`src/logic/prince_pkg.sv`:
```
// ##########################################################
// PRINCE shared definitions
// Widths, block type, S-box, shift-row and round constant tables
// Round layer functions used by every pipeline stage
// ##########################################################
`default_nettype none

package prince_pkg;

    localparam int BLOCK_W     = 64;
    localparam int KEY_W       = 128;
    localparam int NIBBLE_W    = 4;
    localparam int NUM_NIBBLES = 16;
    localparam int HALF_ROUNDS = 5;          // Rounds on each side of the middle layer

    typedef logic [BLOCK_W-1:0] block_t;

    // RC0 .. RC11, RCi ^ RC(11-i) is the alpha constant
    localparam block_t RC [0:11] = '{
        64'h0000000000000000, 64'h13198a2e03707344, 64'ha4093822299f31d0,
        64'h082efa98ec4e6c89, 64'h452821e638d01377, 64'hbe5466cf34e90c6c,
        64'h7ef84f78fd955cb1, 64'h85840851f1ac43aa, 64'hc882d32f25323c54,
        64'h64a51195e0e3610d, 64'hd3b5a399ca0c2399, 64'hc0ac29b7c97c50dd
    };

    localparam logic [NIBBLE_W-1:0] SBOX [0:NUM_NIBBLES-1] = '{
        4'hB, 4'hF, 4'h3, 4'h2, 4'hA, 4'hC, 4'h9, 4'h1,
        4'h6, 4'h7, 4'h8, 4'h0, 4'hE, 4'h5, 4'hD, 4'h4
    };
    localparam logic [NIBBLE_W-1:0] SBOX_INV [0:NUM_NIBBLES-1] = '{
        4'hB, 4'h7, 4'h3, 4'h2, 4'hF, 4'hD, 4'h8, 4'h9,
        4'hA, 4'h6, 4'h4, 4'h0, 4'h5, 4'hE, 4'hC, 4'h1
    };

    // Output nibble i takes input nibble SR[i], nibble 0 is the MSB nibble
    localparam int SR     [0:NUM_NIBBLES-1] = '{0, 5, 10, 15, 4, 9, 14, 3,
                                                8, 13, 2, 7, 12, 1, 6, 11};
    localparam int SR_INV [0:NUM_NIBBLES-1] = '{0, 13, 10, 7, 4, 1, 14, 11,
                                                8, 5, 2, 15, 12, 9, 6, 3};

    // m0..m3 diagonal masks, bit 3 of the nibble is position 0
    localparam logic [NIBBLE_W-1:0] M_MASK [0:3] = '{4'b0111, 4'b1011, 4'b1101, 4'b1110};

    function automatic logic [NIBBLE_W-1:0] get_nibble(block_t b, int idx);
        return b[BLOCK_W-1-NIBBLE_W*idx -: NIBBLE_W];
    endfunction

    function automatic block_t sub_nibbles(block_t b, logic inv);
        block_t r;
        for (int i = 0; i < NUM_NIBBLES; i++)
            r[NIBBLE_W*i +: NIBBLE_W] = inv ? SBOX_INV[b[NIBBLE_W*i +: NIBBLE_W]]
                                            : SBOX[b[NIBBLE_W*i +: NIBBLE_W]];
        return r;
    endfunction

    function automatic block_t nibble_perm(block_t b, logic inv);
        block_t r;
        int src;
        for (int i = 0; i < NUM_NIBBLES; i++)
        begin
            src = inv ? SR_INV[i] : SR[i];
            r[BLOCK_W-1-NIBBLE_W*i -: NIBBLE_W] = get_nibble(b, src);
        end
        return r;
    endfunction

    function automatic block_t s_layer(block_t b);
        return sub_nibbles(b, 1'b0);
    endfunction

    function automatic block_t s_inv_layer(block_t b);
        return sub_nibbles(b, 1'b1);
    endfunction

    function automatic block_t shift_rows(block_t b);
        return nibble_perm(b, 1'b0);
    endfunction

    function automatic block_t shift_rows_inv(block_t b);
        return nibble_perm(b, 1'b1);
    endfunction

    // Block diagonal M0^, M1^, M1^, M0^ over the four 16-bit chunks
    function automatic block_t m_prime(block_t b);
        block_t r;
        logic [NIBBLE_W-1:0] acc;
        int hat;
        for (int q = 0; q < 4; q++)
        begin
            hat = (q == 1 || q == 2) ? 1 : 0;    // Inner chunks use M1^
            for (int row = 0; row < 4; row++)
            begin
                acc = '0;
                for (int col = 0; col < 4; col++)
                    acc ^= get_nibble(b, 4*q + col) & M_MASK[(row + col + hat) % 4];
                r[BLOCK_W-1-NIBBLE_W*(4*q+row) -: NIBBLE_W] = acc;
            end
        end
        return r;
    endfunction

endpackage

`default_nettype wire

```
`src/logic/prince_fwd_round.sv`:
```
// ##########################################################
// PRINCE forward round R1..R5
// S layer, M = SR * M', then RC and K1 addition, registered
// ##########################################################
`timescale 1ns/1ps
`default_nettype none

module prince_fwd_round
#(
    parameter int round_idx = 1              // 1 .. HALF_ROUNDS
)
(
    input  wire                      clk,
    input  wire                      sys_rst,
    input  wire prince_pkg::block_t  state_in,
    input  wire prince_pkg::block_t  k1_in,
    input  wire prince_pkg::block_t  k0p_in,
    input  wire                      valid_in,
    output prince_pkg::block_t       state_out,
    output prince_pkg::block_t       k1_out,
    output prince_pkg::block_t       k0p_out,
    output logic                     valid_out
);

    prince_pkg::block_t sub_out;
    prince_pkg::block_t lin_out;
    prince_pkg::block_t rnd_out;

    assign sub_out = prince_pkg::s_layer(state_in);
    assign lin_out = prince_pkg::shift_rows(prince_pkg::m_prime(sub_out));  // M' first, then SR
    assign rnd_out = lin_out ^ prince_pkg::RC[round_idx] ^ k1_in;

    always_ff @(posedge clk)
    begin
        if (sys_rst)
            valid_out <= 1'b0;
        else
            valid_out <= valid_in;
    end

    always_ff @(posedge clk)
    begin
        if (valid_in)
        begin
            state_out <= rnd_out;
            k1_out    <= k1_in;        // Key sideband rides with its block
            k0p_out   <= k0p_in;
        end
    end

    // Valid chain stays known once reset has flushed it
    a_valid_known: assert property (
        @(posedge clk) disable iff (sys_rst) !$isunknown(valid_out)
    ) else $error("valid_out unknown in forward round %0d", round_idx);

endmodule

`default_nettype wire

```
`config.mk`:
```
export PLATFORM = sky130hd
export DESIGN_NAME = prince_fwd_round
export DESIGN_NICKNAME = d
export VERILOG_FILES = /design/src/logic/prince_pkg.sv /design/src/logic/prince_fwd_round.sv
export SDC_FILE = /design/constraint.sdc
export NUM_CORES = 1
export LEC_CHECK = 0
export ABC_AREA = 1
export BUFFER_PORTS_ARGS = -buffer_cell sky130_fd_sc_hd__buf_2
export CORE_ASPECT_RATIO = 1.25
export CORE_MARGIN = 2
export CORE_UTILIZATION = 25
export CTS_CLUSTER_SIZE = 28
export DETAILED_ROUTE_END_ITERATION = 10
export PLACE_DENSITY = 0.55
export SYNTH_ARGS = -nofsm -noshare
export SYNTH_HDL_FRONTEND = slang
export SYNTH_SLANG_ARGS = --single-unit
export TNS_END_PERCENT = 100
```
`constraint.sdc`:
```
create_clock -name clk -period 1.22 [get_ports clk]
set_input_delay 0.061 -clock clk [delete_from_list [all_inputs] [get_ports clk]]
set_output_delay 0.061 -clock clk [all_outputs]
set_load 0.005 [all_outputs]
```
# Word-level counts from Yosys, hierarchy flattened
# Memories as Yosys holds them, arrays and structs flattened.
# Cells that the tools add are included.
dict set report classes {
  muxes 32
  magnitude_cmp 16
  bitwise_logic 66
}
# op n
set op_table {}
lappend op_table {{4-bit 2-to-1 mux} 32}
lappend op_table {{4-bit XOR} 32}
lappend op_table {{5-bit >= comparator (second input constant)} 16}
lappend op_table {{4-bit NOT with 5-bit output} 16}
lappend op_table {{64-bit XOR} 1}
lappend op_table {{4-bit by 3-bit XOR with 4-bit output} 12}
lappend op_table {{25-bit NOT} 1}
lappend op_table {{3-bit by 4-bit XOR with 4-bit output} 4}
dict set report word_totals {
  ff_bits 193
  output_inout_bits 193
  elab_cells 134
  mem_bits_ro 1024
  mem_count 16
  inputBits 195
}
# memory words word_bits read_ports rd_clocked_by_memory_dff wr line_no
set mem_list {}
lappend mem_list {{(name not given)} 16 4 1 0 0 prince_pkg.sv:52} ;# : SBOX[b[NIBBLE_W*i +: NIBBLE_W]];
lappend mem_list {{(name not given)} 16 4 1 0 0 prince_pkg.sv:52}
lappend mem_list {{(name not given)} 16 4 1 0 0 prince_pkg.sv:52}
lappend mem_list {{(name not given)} 16 4 1 0 0 prince_pkg.sv:52}
lappend mem_list {{(name not given)} 16 4 1 0 0 prince_pkg.sv:52}
lappend mem_list {{(name not given)} 16 4 1 0 0 prince_pkg.sv:52}
lappend mem_list {{+10 memories} -- -- -- -- -- --}

# Longest topological paths before layout
# Gate-level depths: netlist of run 1.
dict set report depth {
  depth_word 9
  depth_mapped 12
  ltp_nobuf 12
}

# Least setup slack after synthesis of run 1
# No wires, ideal clock.
dict set report synth_timing {
  path_type {in2reg}
  start {input port state_in[37]}
  end {register state_out[46], data pin}
  path_buffers 0
  required_time_ns 0.964
  setup_time_ns 0.256
  arrival_ns 0.973
  slack_ns -0.009
  path_stages 8
  cell_sequence {inv_1 -> ha_1 -> or2_2 -> nand2_1 -> xor2_1 -> inv_1 -> nand2_1 -> nand2_1}
}
dict set report synth_between {
  elab_chain_cells 7
}
# element line_no
set synth_rtl {}
lappend synth_rtl {{start: declaration} prince_fwd_round.sv:15} ;# input wire prince_pkg::block_t state_in,
lappend synth_rtl {{4-bit NOT with 5-bit output (not written as such)} prince_pkg.sv:52}
lappend synth_rtl {{memory 16 x 4 bit} --}
lappend synth_rtl {{4-bit 2-to-1 mux (not written as such) (2 in series)} prince_pkg.sv:52}
lappend synth_rtl {{4-bit XOR} prince_pkg.sv:95} ;# acc ^= get_nibble(b, 4*q + col) & M_MASK[(row + col + hat) % 4];
lappend synth_rtl {{4-bit by 3-bit XOR with 4-bit output} prince_pkg.sv:95}
lappend synth_rtl {{64-bit XOR} prince_fwd_round.sv:31} ;# assign rnd_out = lin_out ^ prince_pkg::RC[round_idx] ^ k1_in;
lappend synth_rtl {{net rnd_out[46]} prince_fwd_round.sv:27} ;# prince_pkg::block_t rnd_out;
lappend synth_rtl {{end signal: assignment} prince_fwd_round.sv:45} ;# state_out <= rnd_out;
lappend synth_rtl {{end: declaration} prince_fwd_round.sv:19} ;# output prince_pkg::block_t state_out,
# The timed path passes the listed nets, and every way through them passes these cells. The select of a mux whose other input is x is not followed.
# A chain may end at the register's enable or synchronous reset.

# Final worst setup path of run 1
dict set report layout_timing {
  start {register state_out[41]}
  end {output port state_out[41]}
}
# No word-level cell between the ends.

==> key figures, run 1 <==
Placement
  – I/O Buffers: 387
  – Final estimated routing congestion in global placement: 0.826
  – Placed Area: 14900 µm²
  – # placed instances: 2352
  – DPL Wire Length: 26500 µm
  – Setup WS pre-CTS: -0.254 ns

Drt
  – Routed Antenna Nets: 0
  – Vias: 10400
  – Drt first pass iters: 5
  – Vias per inst: 4.15
  – # DRC: 0
  – Starting DRT DRC Count: 314
  – Average wire per standard cell: 13.1 µm
  – Total wire length: 33000 µm

Logic synthesis
  – Simple-Gate Fraction of Synth Area: 0.264
  – Part of the Yosys area used for sequential elements: 0.506
  – Largest cells by area after synthesis: edfxtp_1, nand2_1, ha_1, inv_1, nand3_1
  – Flops & latches, synth: 193
  – Post-Syn Nets: 1570
  – Share of flip-flops with an asynchronous set or reset: 0
  – Top-area cell type share of the netlist area: 0.504
  – Mux share of post-synthesis cell area: 0
  – Most frequent cell after synthesis: nand2_1
  – Top FF cell, synth: edfxtp_1
  – EDFF count, synth: 192
  – Post-Synth XOR/XNOR Area: 0.0510
  – Synth Warn #: 0
  – Synthesized area per cell: 8.88 µm²
  – Synth top cells by count: nand2_1, edfxtp_1, inv_1
  – Cells after synthesis: 1288
  – Synthesized area: 11400 µm²
  – Post-synth top area cell: edfxtp_1
  – Synth Area in Adders: 0.0952
  – Largest family of logic cells by synthesized area: simple AND/OR/NAND/NOR gates
  – Yosys cell types: 27
  – Synth Area in Compound Gates: 0.0164

Timing
  – Min Hold Slack: 0.0726 ns
  – Period Utilization, post-route: 0.981
  – Final slew viol count: 0
  – Crit path time final: 1.20 ns
  – Slew headroom: 0.801
  – Max Freq: 835 MHz
  – Unrepaired setup endpoints after global routing: true
  – Fin. Hold Viols: 0
  – Worst Tran Pin Value: 0.298 ns
  – Final worst slack: 0.0230 ns
  – # setup viols final: 0

Job
  – Maxcap violations: 0

Global routing
  – Largest net degree at the start of global routing: 37
  – Overflow after GRT: 0
  – Number of global-route vias before repair: 10400
  – GRT Total Usage: 0.138
  – First-pass GRT wire length: 51400 µm
  – Antenna violations before repair: 4

Floorplanning
  – Initial core utilization: 0.253
  – Core area: 45200 µm²
  – Die outline width: 195 µm
  – Die Y: 243 µm
  – Site Rows: 87
  – Total die area: 47500 µm²
  – I/O Pins: 388

Finish
  – FILL cells: 4473
  – Share of cells above drive strength 1: 0.302
  – Cell area after layout: 16800 µm²
  – NumNets Final: 2204
  – Synth-to-Final Area Change: 46.8%
  – Fin cells: 2516

Pwr
  – Peak VDD IR: 1.03 mV
  – Pleak: 8.59 nW
  – Pwr dens: 1090 nW/µm²
  – Final Power: 18.3 mW

Clock tree
  – CTS tree: yes
  – Bufs on Longest Clock Path: 2
  – CTS sink cnt: 193
  – Post-CTS Setup Bufs: 0
  – Clock slew at reported path FFs: 0.08 ns
  – H-tree depth: 4
  – Post_cts resized: 0
  – Inserted Clock Buffers: 17
  – CTS root buf: clkbuf_16

Critical path
  – Crit-path max FO: 1
  – Worst Setup End Kind: primary output
  – Crit-path leading delay family: flip-flops
  – Largest stage delay on the critical path: 0.49 ns
  – Setup CP Type: flip-flop to primary output
  – Critical Path AT: 1.14 ns
  – Slowest cell on crit path: edfxtp_1
  – Critical path required time: 1.16 ns
  – CP startpoint kind: flip-flop
  – Worst Path Buf+Inv: 1
  – Stages on worst setup path: 1
  – Cell-by-cell listing of the critical path: buf_2

Min path
  – WHS Path Cells: 2
  – Hold crit path type: input pin to flip-flop

Outcome
  – Status: complete, no violations
power by group:
| group | internal, mW | switching (mW) | leakage [nW] |
|---|---|---|---|
| sequential | 8.16 | 0.200 | 1.89 |
| clock | 2.68 | 2.78 | 0.261 |
| combinational | 2.05 | 2.44 | 6.45 |
| total | 12.9 | 5.41 | 8.59 |
state kept, by name, summed over array words and instances, names as in the netlist:
register / flops
state_out: 64
k1_out: 64
valid_out: 1
k0p_out: 64
layer usage:
layer  vias up  part of all wire  GRT usage
met5         -                 0          0
met4         0             0.027     0.0611
met3        47             0.044     0.0292
met2       233              0.53      0.260
met1      4790              0.40      0.148
li1       5359                 -          -
repair_timing:
action,4_1_cts,5_1_grt
hold buffers,129,0
setup endpoints to repair,3,3
endpoints found under the hold margin,146,0
worst paths after layout:
check	from	end	slack (ns)
hold / removal	valid_in	state_out[1]	0.07
setup / recovery	state_out[41]	state_out[41]	0.02
cells by family after synthesis:
kind of cell    Yosys count
xor+xnor                 64
flops                   193
fa+ha+maj                87
simple gates            716
compound gates           25
buf+inv                 203
final cells by class:
| cell class | count | area (µm²) | area share |
|---|---|---|---|
| Sequential cell | 193 | 5790 | 0.344 |
| Multi-Input combinational cell | 892 | 4890 | 0.291 |
| Timing Repair Buffer | 616 | 4090 | 0.243 |
| Inverter | 202 | 758 | 0.0451 |
| Tap cell | 578 | 723 | 0.0431 |
| Clock buffer | 19 | 433 | 0.0258 |
| Clock inverter | 13 | 114 | 0.00678 |
| Antenna cell | 3 | 7.51 | 0.000447 |
cell usage in the layout, fill, tap and decap left out, types with 2 or more instances in the layout:
cell	instances
clkbuf_16	17
clkinvlp_4	3
nand2b_1	2
nand4_1	7
inv_1	180
clkbuf_1	2
o21ai_1	7
inv_2	22
nand3_1	112
diode_2	3
or2_4	2
buf_4	92
xor2_1	38
inv_6	5
nand3b_1	13
ha_1	87
inv_8	3
nand3_2	9
nand2_1	517
nand2_2	11
buf_12	8
o21ai_2	16
dlygate4sd3_1	129
nor2_1	36
or2_1	3
nand2_4	2
xnor2_1	23
xnor2_2	2
buf_2	386
edfxtp_1	192
metrics by stage:
| step | utilization | setup TNS (ns) |
|---|---|---|
| after floorplan | - | 0 |
| after global placement | 0.331 | -9.51 |
| after detailed placement | 0.331 | -11.52 |
| after CTS | 0.372 | -0.102 |
| after global routing | 0.372 | -0.119 |
| final | 0.372 | 0 |
Power figures use the tool's default switching activity.
==> inputs of run 2 (changes only) <==
- HOLD_SLACK_MARGIN: not set -> 0.1
==> run 2 against run 1 <==
  * Wire length hardly changed
  * Hold slack better by 0.10 ns
  * Via count is 0.11% higher
  * Largest cell class unchanged
  * Die area stayed put
  * Utilization is 0.080 points higher
  * Final area is 0.22% higher
  * First-iteration DRC count is 15% higher
==> key figures, run 2 (same netlist as run 1, synthesis figures left out) <==
Outcome
  – Status: complete, no violations

Clock tree
  – Inserted Clock Buffers: 17
  – Clock slew at reported path FFs: 0.08 ns
  – CTS tree: yes
  – Post-CTS Setup Bufs: 0
  – H-tree depth: 4
  – CTS sink cnt: 193
  – Bufs on Longest Clock Path: 2
  – CTS root buf: clkbuf_16

Pwr
  – Pleak: 8.62 nW
  – Switching part of the total: 0.295
  – Clock share of power: 0.297
  – Register share of total power: 0.457
  – Logic pwr share: 0.246
  – Internal power: 12.9 mW
  – Peak VDD IR: 1.03 mV
  – Net Switching: 5.40 mW
  – Final Power: 18.3 mW
  – Pwr dens: 1090 nW/µm²

Critical path
  – Stages on worst setup path: 1
  – Largest stage delay on the critical path: 0.49 ns
  – Critical path required time: 1.16 ns
  – CP startpoint kind: flip-flop
  – CP endpoint: state_out[41]
  – Crit-path leading delay family: flip-flops
  – Slowest cell on crit path: edfxtp_1
  – Worst Path Buf+Inv: 1
  – Setup CP Type: flip-flop to primary output
  – Cell-by-cell listing of the critical path: buf_2
  – Crit-path max FO: 1
  – Worst Setup End Kind: primary output
  – Crit. Startpoint: state_out[41]
  – Critical Path AT: 1.14 ns

Global routing
  – GRT busiest layer: met2
  – Overflow after GRT: 0
  – Grt met1 use: 0.148
  – Met3 usage: 0.0292
  – Antenna violations before repair: 4
  – Number of global-route vias before repair: 10400
  – Largest net degree at the start of global routing: 37
  – First-pass GRT wire length: 51400 µm
  – GRT Total Usage: 0.138
  – Grt met2 use: 0.259

Drt
  – Vias per inst: 4.15
  – Vias: 10400
  – Average wire per standard cell: 13.1 µm
  – Starting DRT DRC Count: 361
  – # DRC: 0
  – Drt first pass iters: 5
  – Total wire length: 33000 µm
  – Routed Antenna Nets: 0

Timing
  – Crit path time final: 1.20 ns
  – Min Hold Slack: 0.173 ns
  – # setup viols final: 0
  – Final slew viol count: 0
  – Unrepaired setup endpoints after global routing: true
  – Fin. Hold Viols: 0
  – Period Utilization, post-route: 0.981
  – Max Freq: 835 MHz
  – Final worst slack: 0.0230 ns
  – Worst Tran Pin Value: 0.298 ns
  – Slew headroom: 0.801
  – Setup TNS: 0 ns

Job
  – Maxcap violations: 0

Finish
  – Synth-to-Final Area Change: 47.1%
  – Most common cell after layout, fill and taps aside: nand2_1
  – Most frequent cells in the layout: nand2_1, buf_2, edfxtp_1
  – Share of cells above drive strength 1: 0.303
  – Cell area after layout: 16800 µm²
  – Register area: 5790 µm²
  – NumNets Final: 2206
  – Fin cells: 2518
  – Biggest regs: k0p_out: 64 flops, k1_out: 64 flops, state_out: 64 flops
  – FILL cells: 4471
  – Multi-input gate area: 4890 µm²
  – Util after Layout: 0.373

Placement
  – # placed instances: 2352
  – DPL Wire Length: 26500 µm
  – Setup WS pre-CTS: -0.254 ns
  – I/O Buffers: 387
  – Placed Area: 14900 µm²
  – Final estimated routing congestion in global placement: 0.826

Floorplanning
  – Die Y: 243 µm
  – Total die area: 47500 µm²
  – Die outline width: 195 µm
  – Core area: 45200 µm²
  – Site Rows: 87
  – I/O Pins: 388
  – Initial core utilization: 0.253

Min path
  – Hold crit path type: input pin to flip-flop
==> run 2: cell count changes in the layout (fill, tap and decap cells not counted) <==
| cell | delta |
|---|---|
| dlymetal6s4s_1 | +1 |
| dlygate4sd3_1 | +1 |
| buf_2 | -1 |
| nand3_1 | -1 |
| nand2_2 | +1 |
| nand3_2 | +1 |
| buf_6 | +1 |
| nand2_1 | -1 |
==> run 2: how the worst min path moves through the flow <==
stage | from | to | slack (ns) | cells after the start
2_1_floorplan | sys_rst | valid_out | 0.13 | 1
6_report | state_in[47] | state_out[44] | 0.17 | 6
3_5_place_dp | sys_rst | valid_out | 0.22 | 2
4_1_cts | state_in[3] | state_out[50] | 0.13 | 4
3_3_place_gp | sys_rst | valid_out | 0.22 | 2
5_1_grt | state_in[3] | state_out[50] | 0.20 | 4
==> run 2: final cells by class <==
| class | instances | area share |
|---|---|---|
| Clock inverter | 13 | 0.00676 |
| Tap cell | 578 | 0.0430 |
| Multi-Input combinational cell | 892 | 0.291 |
| Sequential cell | 193 | 0.344 |
| Inverter | 202 | 0.0450 |
| Clock buffer | 19 | 0.0257 |
| Timing Repair Buffer | 618 | 0.245 |
| Antenna cell | 3 | 0.000446 |
==> run 2: per-layer routing <==
layer	routed length (µm)	vias up
li1	-	5362
met3	1440	47
met1	13100	4795
met5	0	-
met2	17600	236
met4	889	0
==> run 2: timing repair <==
item / 4_1_cts / 5_1_grt
pin swaps: 0 / 2
endpoints found under the hold margin: 238 / 0
resized for setup: 0 / 5
hold buffers: 131 / 0
endpoints found under the setup margin: 3 / 10
gates cloned: 0 / 0
==> run 2: power by group through the flow <==
stage               combinational (mW)  clock (mW)  sequential, mW
floorplan                         1.90           0            8.59
global placement                  4.10           0            8.50
detailed placement                4.18           0            8.52
CTS                               4.53        5.70            8.37
global route                      5.04        5.87            8.44
finish                            4.49        5.44            8.36
